`config.mk`:
```
export PLATFORM = sky130hd
export DESIGN_NAME = eflash_row_driver
export DESIGN_NICKNAME = d
export VERILOG_FILES = /design/src/rtl/eflash_drv_pkg.sv /design/src/rtl/wordline_decoder.sv /design/src/rtl/bitline_sequencer.sv /design/src/rtl/input_row_buffer.sv /design/src/rtl/eflash_row_driver.sv
export SDC_FILE = /design/constraint.sdc
export NUM_CORES = 1
export LEC_CHECK = 0
export ABC_CLOCK_PERIOD_IN_PS = 2000
export BUFFER_PORTS_ARGS = -buffer_cell sky130_fd_sc_hd__buf_2
export CORE_AREA = 2 2 172 174
export DETAILED_ROUTE_END_ITERATION = 6
export DIE_AREA = 0 0 174 176
export GPL_TIMING_DRIVEN = 0
export PLACE_DENSITY = 0.72
export SETUP_SLACK_MARGIN = 0.2
export SLEW_MARGIN = 30
export SYNTH_ARGS = -nofsm -noshare
export SYNTH_HDL_FRONTEND = slang
export SYNTH_SLANG_ARGS = --single-unit
```
`constraint.sdc`:
```
create_clock -name clk_i -period 2 [get_ports clk_i]
set_clock_uncertainty 0.15 [all_clocks]
set_input_delay 0.3 -clock clk_i [delete_from_list [all_inputs] [get_ports clk_i]]
set_output_delay 0.3 -clock clk_i [all_outputs]
set_load 0.005 [all_outputs]
```
`src/rtl/eflash_drv_pkg.sv`:
```
// shared types for the row driver; op codes PARALLEL and LOAD exist only so that they decode as idle
`default_nettype none

package eflash_drv_pkg;

    // array geometry
    localparam int unsigned NUM_ROWS        = 128;
    localparam int unsigned NUM_SECTORS     = 8;
    localparam int unsigned ROWS_PER_SECTOR = NUM_ROWS / NUM_SECTORS;
    localparam int unsigned BSEL_W          = 32;
    localparam int unsigned COL_GROUPS      = BSEL_W / NUM_SECTORS;

    // input buffer beat layout
    localparam int unsigned IN_ELEM_W       = 2;
    localparam int unsigned BEAT_W          = 32;
    localparam int unsigned ELEMS_PER_BEAT  = BEAT_W / IN_ELEM_W;

    typedef logic [$clog2(NUM_ROWS)-1:0]    row_addr_t;
    typedef logic [8:0]                     col_addr_t;
    typedef logic [$clog2(NUM_SECTORS)-1:0] sector_t;
    typedef logic [$clog2(COL_GROUPS)-1:0]  col_grp_t;
    typedef logic [3:0]                     phase_t;
    typedef logic [IN_ELEM_W-1:0]           in_elem_t;
    typedef logic [BEAT_W-1:0]              beat_data_t;
    typedef logic [1:0]                     rsel_t;

    // 000 and 100 are not defined and fall to idle as well
    typedef enum logic [2:0] {
        OP_ERASE    = 3'b001,
        OP_PROGRAM  = 3'b010,
        OP_READ     = 3'b011,
        OP_PARALLEL = 3'b101,
        OP_RBR      = 3'b110,
        OP_LOAD     = 3'b111
    } pim_op_e;

    typedef enum logic [1:0] {
        HV_ERASE   = 2'b00,
        HV_PROGRAM = 2'b01,
        HV_READ    = 2'b10
    } hv_mode_e;

    typedef struct packed {
        logic      en;
        pim_op_e   op;
        phase_t    phase;
        row_addr_t row;
        col_addr_t col;
    } pim_cmd_t;

    typedef struct packed {
        hv_mode_e            mode;
        logic [NUM_ROWS-1:0] wl_sel;
        logic [NUM_ROWS-1:0] vpass_en;
    } wl_ctrl_t;

    typedef struct packed {
        logic [NUM_SECTORS-1:0] duml;
        logic [NUM_SECTORS-1:0] csl;
        logic [BSEL_W-1:0]      bsel;
        logic [NUM_SECTORS-1:0] csel;
        logic                   adc_en;
        rsel_t                  rsel;
        logic                   capture;
    } bl_ctrl_t;

    // word lines parked: no row selected, every pass gate on
    localparam wl_ctrl_t WL_IDLE = '{mode: HV_ERASE, wl_sel: '0, vpass_en: '1};

    // reference used by single-row sensing
    localparam rsel_t RSEL_ROW = 2'b01;

endpackage

`default_nettype wire

```
`src/rtl/wordline_decoder.sv`:
```
// word-line controls registered one cycle after the command; any op other than erase/program/read/RBR parks the rows
`timescale 1ns/1ps
`default_nettype none

module wordline_decoder (
    input  wire logic                     clk_i,
    input  wire logic                     rst_ni,
    input  wire eflash_drv_pkg::pim_cmd_t cmd_i,
    output eflash_drv_pkg::wl_ctrl_t      wl_o
);

    eflash_drv_pkg::wl_ctrl_t                  wl_d;
    logic [eflash_drv_pkg::NUM_ROWS-1:0]       row_oh;

    // single selected row
    assign row_oh = {{(eflash_drv_pkg::NUM_ROWS-1){1'b0}}, 1'b1} << cmd_i.row;

    always_comb begin
        wl_d = eflash_drv_pkg::WL_IDLE;
        if (cmd_i.en) begin
            case (cmd_i.op)
                eflash_drv_pkg::OP_ERASE: begin
                    // other rows stay passed so only the target sees erase bias
                    wl_d.mode     = eflash_drv_pkg::HV_ERASE;
                    wl_d.wl_sel   = row_oh;
                    wl_d.vpass_en = '1;
                end
                eflash_drv_pkg::OP_PROGRAM: begin
                    wl_d.mode     = eflash_drv_pkg::HV_PROGRAM;
                    wl_d.wl_sel   = row_oh;
                    wl_d.vpass_en = row_oh;
                end
                eflash_drv_pkg::OP_READ,
                eflash_drv_pkg::OP_RBR: begin
                    wl_d.mode     = eflash_drv_pkg::HV_READ;
                    wl_d.wl_sel   = row_oh;
                    wl_d.vpass_en = row_oh;
                end
                default: begin
                    wl_d = eflash_drv_pkg::WL_IDLE;
                end
            endcase
        end
    end

    always_ff @(posedge clk_i or negedge rst_ni) begin
        if (!rst_ni) begin
            wl_o <= eflash_drv_pkg::WL_IDLE;
        end else begin
            wl_o <= wl_d;
        end
    end

endmodule

`default_nettype wire

```
`src/rtl/bitline_sequencer.sv`:
```
// bit-line and sense controls registered one cycle after the command; read phases count down from 9, phases 0 and above 9 are quiet
`timescale 1ns/1ps
`default_nettype none

module bitline_sequencer (
    input  wire logic                     clk_i,
    input  wire logic                     rst_ni,
    input  wire eflash_drv_pkg::pim_cmd_t cmd_i,
    output eflash_drv_pkg::bl_ctrl_t      bl_o
);

    eflash_drv_pkg::bl_ctrl_t                  bl_d;
    eflash_drv_pkg::sector_t                   sector;
    eflash_drv_pkg::col_grp_t                  col_grp;
    logic [eflash_drv_pkg::NUM_SECTORS-1:0]    sector_oh;
    logic [eflash_drv_pkg::COL_GROUPS-1:0]     grp_oh;
    logic [eflash_drv_pkg::BSEL_W-1:0]         bsel_grp;
    logic                                      is_rbr;

    // 16 rows per sector, column group is col mod 4
    assign sector  = eflash_drv_pkg::sector_t'(cmd_i.row / eflash_drv_pkg::ROWS_PER_SECTOR);
    assign col_grp = eflash_drv_pkg::col_grp_t'(cmd_i.col % eflash_drv_pkg::COL_GROUPS);

    assign sector_oh = {{(eflash_drv_pkg::NUM_SECTORS-1){1'b0}}, 1'b1} << sector;
    assign grp_oh    = {{(eflash_drv_pkg::COL_GROUPS-1){1'b0}}, 1'b1} << col_grp;

    // same column picked in every group of four
    assign bsel_grp = {(eflash_drv_pkg::BSEL_W / eflash_drv_pkg::COL_GROUPS){grp_oh}};

    assign is_rbr = (cmd_i.op == eflash_drv_pkg::OP_RBR);

    always_comb begin
        bl_d = '0;
        if (cmd_i.en) begin
            case (cmd_i.op)
                eflash_drv_pkg::OP_ERASE: begin
                    bl_d.bsel = '1;
                    bl_d.csel = sector_oh;
                end
                eflash_drv_pkg::OP_PROGRAM: begin
                    bl_d.bsel = bsel_grp;
                    bl_d.csl  = sector_oh;
                    bl_d.csel = sector_oh;
                end
                eflash_drv_pkg::OP_READ,
                eflash_drv_pkg::OP_RBR: begin
                    // reference held for the whole operation, like the word lines
                    bl_d.rsel = eflash_drv_pkg::RSEL_ROW;
                    case (cmd_i.phase)
                        4'd9, 4'd8, 4'd7, 4'd6: begin
                            // precharge through the dummy line
                            bl_d.duml = sector_oh;
                            bl_d.bsel = bsel_grp;
                        end
                        4'd5, 4'd4: begin
                            bl_d.bsel = bsel_grp;
                            // RBR keeps the dummy line on while inputs settle
                            if (is_rbr) begin
                                bl_d.duml = sector_oh;
                            end
                        end
                        4'd3: begin
                            bl_d.csel = sector_oh;
                        end
                        4'd2, 4'd1: begin
                            bl_d.csel    = sector_oh;
                            bl_d.adc_en  = 1'b1;
                            // sample on the last ADC cycle
                            bl_d.capture = (cmd_i.phase == 4'd1);
                        end
                        default: begin
                            bl_d.csel = '0;
                        end
                    endcase
                end
                default: begin
                    bl_d = '0;
                end
            endcase
        end
    end

    always_ff @(posedge clk_i or negedge rst_ni) begin
        if (!rst_ni) begin
            bl_o <= '0;
        end else begin
            bl_o <= bl_d;
        end
    end

endmodule

`default_nettype wire

```
`src/rtl/input_row_buffer.sv`:
```
// 2-bit input store written 16 entries per beat; BUF_BEATS up to 16, beats beyond it are dropped, read-out only under RBR
`timescale 1ns/1ps
`default_nettype none

module input_row_buffer #(
    parameter int unsigned BUF_BEATS = 2
) (
    input  wire logic                       clk_i,
    input  wire logic                       rst_ni,
    input  wire logic                       load_valid_i,
    input  wire eflash_drv_pkg::phase_t     load_beat_i,
    input  wire eflash_drv_pkg::beat_data_t load_data_i,
    input  wire eflash_drv_pkg::pim_op_e    op_i,
    input  wire logic                       buf_read_i,
    output eflash_drv_pkg::in_elem_t [BUF_BEATS*eflash_drv_pkg::ELEMS_PER_BEAT-1:0] row_data_o
);

    localparam int unsigned EPB = eflash_drv_pkg::ELEMS_PER_BEAT;

    eflash_drv_pkg::in_elem_t [BUF_BEATS*EPB-1:0] mem_q;

    // entry i of a beat sits at bits 2i+1..2i, same as the packed layout
    always_ff @(posedge clk_i or negedge rst_ni) begin
        if (!rst_ni) begin
            mem_q <= '0;
        end else if (load_valid_i) begin
            for (int unsigned b = 0; b < BUF_BEATS; b++) begin
                if (load_beat_i == eflash_drv_pkg::phase_t'(b)) begin
                    mem_q[b*EPB +: EPB] <= load_data_i;
                end
            end
        end
    end

    assign row_data_o = (buf_read_i && op_i == eflash_drv_pkg::OP_RBR) ? mem_q : '0;

endmodule

`default_nettype wire

```
`src/rtl/eflash_row_driver.sv`:
```
// row driver top; no handshake, commands and loads are taken every cycle, decoder outputs lag by one clock
`timescale 1ns/1ps
`default_nettype none

module eflash_row_driver #(
    parameter int unsigned BUF_BEATS = 2
) (
    input  wire logic                       clk_i,
    input  wire logic                       rst_ni,

    input  wire eflash_drv_pkg::pim_cmd_t   cmd_i,

    // input buffer load
    input  wire logic                       load_valid_i,
    input  wire eflash_drv_pkg::phase_t     load_beat_i,
    input  wire eflash_drv_pkg::beat_data_t load_data_i,
    input  wire logic                       buf_read_i,

    output eflash_drv_pkg::wl_ctrl_t        wl_o,
    output eflash_drv_pkg::bl_ctrl_t        bl_o,
    output eflash_drv_pkg::in_elem_t [BUF_BEATS*eflash_drv_pkg::ELEMS_PER_BEAT-1:0] row_data_o
);

    input_row_buffer #(
        .BUF_BEATS    (BUF_BEATS)
    ) input_row_buffer_i (
        .clk_i        (clk_i),
        .rst_ni       (rst_ni),
        .load_valid_i (load_valid_i),
        .load_beat_i  (load_beat_i),
        .load_data_i  (load_data_i),
        .op_i         (cmd_i.op),
        .buf_read_i   (buf_read_i),
        .row_data_o   (row_data_o)
    );

    // word-line side of the decode
    wordline_decoder wordline_decoder_i (
        .clk_i  (clk_i),
        .rst_ni (rst_ni),
        .cmd_i  (cmd_i),
        .wl_o   (wl_o)
    );

    // bit-line and sense side
    bitline_sequencer bitline_sequencer_i (
        .clk_i  (clk_i),
        .rst_ni (rst_ni),
        .cmd_i  (cmd_i),
        .bl_o   (bl_o)
    );

endmodule

`default_nettype wire

```
==> reports/results.txt <==
CTS tree = done
initial DRC count = 483
library cell with the highest instance count after synthesis = sky130_fd_sc_hd__dfrtp_1
number of nets in the layout = 1,521
synthesized area per cell = 13.3 sq um
post-detailed-route count of antenna-violating nets = 0
net count after synthesis = 1,006
status = finished clean
post-route cell area = 0.0170 sq mm
final-report setup violation count = 0
final weighted congestion in routability-driven placement = 0.847
slew of the pin with the lowest slew margin = 724 ps
pin count of the biggest net entering global routing = 88
wire per inst = 20.5 microns
drt drc = 0
total power divided by cell area = 935 mW/mm^2
via density per instance = 5.02
worst setup path class = in -> out
placeable core region = 0.0285 sq mm
top routing layer in use = met4
Routed Wire Length = 38,300 microns
total number of yosys warnings = 0
synthesized flop and latch total = 352
fraction of final layout cells with drive strength greater than 1 = 50.7%
clock latency on the worst-skew pair = 500 ps
static leakage power = 8.67 nW
via count of the first global-routing pass = 9,786
final critical-path share of the clock period = 89.2%
clk sinks = 352
cell taking the most area after synthesis = sky130_fd_sc_hd__dfrtp_1
Fmax = 560 MHz
setup repair after global routing missed its margin = yes
overflow left after global routing = 0
filler cell count = 2,314
Max IR drop VDD = 0.773 mV
routed metal-1 wire length = 14,200 microns
number of buffers inserted during clock tree synthesis = 36
initial antenna violation count = 4
Max Buffers Root-to-Sink = 3
Placed Area = 0.0153 sq mm
root buf cell = sky130_fd_sc_hd__clkbuf_16
number of failing hold endpoints at the final stage = 0
vertical die dimension = 176 microns
critical path peak fanout = 10
number of detailed-route iterations in the first pass = 5
startpoint class of the critical path = primary input
Commonest cells post-synth = sky130_fd_sc_hd__dfrtp_1 (224), sky130_fd_sc_hd__dfstp_2 (128), sky130_fd_sc_hd__nor2_1 (112)
Synth top area share = 44.6%
wire length on met2 = 19,100 microns
total number of vias = 9,402
Netlist cell types = 39
sequential fraction of the synthesis area = 71.3%
count of buffers inserted at the top-level ports = 430
Synth async-reset ratio = 100%
leading cell types by total area after synthesis = sky130_fd_sc_hd__dfrtp_1 (45%), sky130_fd_sc_hd__dfstp_2 (27%), sky130_fd_sc_hd__mux2_1 (5.7%)
site row count = 62
time the worst path needs with I/O delays and setup = 1780 ps
die area = 0.0306 sq mm
clk slew on worst S/H paths = 60 ps
data required time of the worst path = 1550 ps
CTS H-Tree Depth = 2
Worst EP arrival = 1330 ps
Cells after Synth = 942
amount of wire on met3 after detailed routing = 3390 microns
half-perimeter wire length after detailed placement = 27,600 microns
top_reg_cell synth = sky130_fd_sc_hd__dfrtp_1
max-slew violation total from the final report = 0
count of flip-flops with a built-in enable after synthesis = 0
global-route wire length before repair = 57,000 microns
Area growth, synth to finish = 35.4%
capturing element type of the critical path = output pin
power after layout = 15.9 mW
overall track demand over capacity in global routing = 24.5%
Post-Synthesis Cell Area = 0.0126 sq mm
min-delay worst type = in -> reg
overall die width = 174 microns
worst slew slack as a fraction of its limit = 51.8%
effective utilization at floorplan = 44.0%
Max-cap violations = 0
number of placed I/O pins = 446
layout by cell type, fill, tap and decap left out, types with 4 or more instances in the layout:
master / n
sky130_fd_sc_hd__nand3_1: 9
sky130_fd_sc_hd__clkbuf_8: 7
sky130_fd_sc_hd__and3_1: 62
sky130_fd_sc_hd__nand3b_4: 6
sky130_fd_sc_hd__clkbuf_16: 37
sky130_fd_sc_hd__dfstp_2: 128
sky130_fd_sc_hd__buf_4: 40
sky130_fd_sc_hd__nand2_1: 10
sky130_fd_sc_hd__clkbuf_1: 36
sky130_fd_sc_hd__o41ai_1: 4
sky130_fd_sc_hd__buf_2: 457
sky130_fd_sc_hd__buf_16: 4
sky130_fd_sc_hd__nor2_1: 112
sky130_fd_sc_hd__nand3b_1: 6
sky130_fd_sc_hd__o21ai_1: 68
sky130_fd_sc_hd__mux2_1: 64
sky130_fd_sc_hd__nor2_2: 36
sky130_fd_sc_hd__dfrtp_1: 224
sky130_fd_sc_hd__dlygate4sd3_1: 40
sky130_fd_sc_hd__o21ai_0: 60
sky130_fd_sc_hd__nor3_1: 9
sky130_fd_sc_hd__clkbuf_2: 6
sky130_fd_sc_hd__nor2b_1: 7
sky130_fd_sc_hd__buf_6: 11
sky130_fd_sc_hd__inv_1: 4
sky130_fd_sc_hd__diode_2: 4
where the power goes:
part	total (mW)	switching (mW)	internal (mW)
logic	1.29	0.727	0.560
clock network	6.78	2.71	4.07
registers	7.86	0.189	7.67
total	15.9	3.62	12.3
area by class of cell:
type	instances	area, sq um	share of cell area (%)
Clock inverter	9	130	0.764
Sequential cell	352	8970	52.7
Timing Repair Buffer	477	2700	15.8
Clock buffer	56	1070	6.27
Inverter	4	15.0	0.0882
Antenna cell	4	10.0	0.0588
Tap cell	384	480	2.82
Multi-Input combinational cell	477	2970	17.5
Buffer	109	688	4.04
registers in the layout, summed over array words and instances, names as in the netlist:
register and flops:
bitline_sequencer_i.bl_o 31, input_row_buffer_i.mem_q 64, wordline_decoder_i.wl_o 257
per-stage QoR:
stage / TNS, ps / hold slack [ps] / std cells / util (%) / worst slack (ps)
CTS: 0 / 4.89 / 1865 / 59.4 / 191
detailed placement: -14920 / 29.0 / 1760 / 53.7 / -231
global placement: -1792760 / 310 / 1756 / 53.3 / -5880
finish: 0 / 55.0 / 1872 / 59.7 / 216
global route: 0 / 38.1 / 1872 / 59.7 / 183
floorplan: 0 / -146 / 942 / - / 294
final timing paths:
check | startpoint | to | slack (ps) | cells after the start
max | cmd_i[20] | row_data_o[11] | 220 | 6
min | cmd_i[23] | bitline_sequencer_i.bl_o[0]$_DFF_PN0_ | 50 | 3
max reg2reg | input_row_buffer_i.mem_q[62]$_DFFE_PN0P_ | input_row_buffer_i.mem_q[62]$_DFFE_PN0P_ | 1020 | 1
min reg2reg | input_row_buffer_i.mem_q[19]$_DFFE_PN0P_ | input_row_buffer_i.mem_q[19]$_DFFE_PN0P_ | 330 | 1
max in group asynchronous | rst_ni | input_row_buffer_i.mem_q[43]$_DFFE_PN0P_ | 480 | 4
min in group asynchronous | rst_ni | wordline_decoder_i.wl_o[177]$_DFF_PN0_ | 80 | 2
repair_timing:
item / 4_1_cts / 5_1_grt
endpoints found under the hold margin: 186 / 1
hold buffers: 39 / 1
setup buffers: 1 / 2
setup endpoints to repair: 64 / 58
resized for setup: 15 / 12
critical path, cell delays in order:
cell,delay (ps)
sky130_fd_sc_hd__buf_4,150
sky130_fd_sc_hd__and3b_2,260
sky130_fd_sc_hd__buf_8,140
sky130_fd_sc_hd__buf_6,140
sky130_fd_sc_hd__and3_1,190
sky130_fd_sc_hd__buf_2,140
routing by layer:
metal	global-route usage, %	up-vias
met5	0	-
met3	7.54	107
met4	11.4	0
met2	42.1	477
met1	28.1	4692
li1	-	4126
logic make-up after synthesis:
group                     count (synthesis)  share of synthesized area [%]
and+or+nand+nor                         274                           12.0
muxes                                    64                           5.73
DFF                                     352                           71.3
AOI/OAI and AO/OA                       136                           5.61
other                                     1                         0.0298
buffers and inverters                   113                           5.17
xor gates and xnor gates                  2                          0.139
No activity file was read; power rests on OpenSTA's default activity.
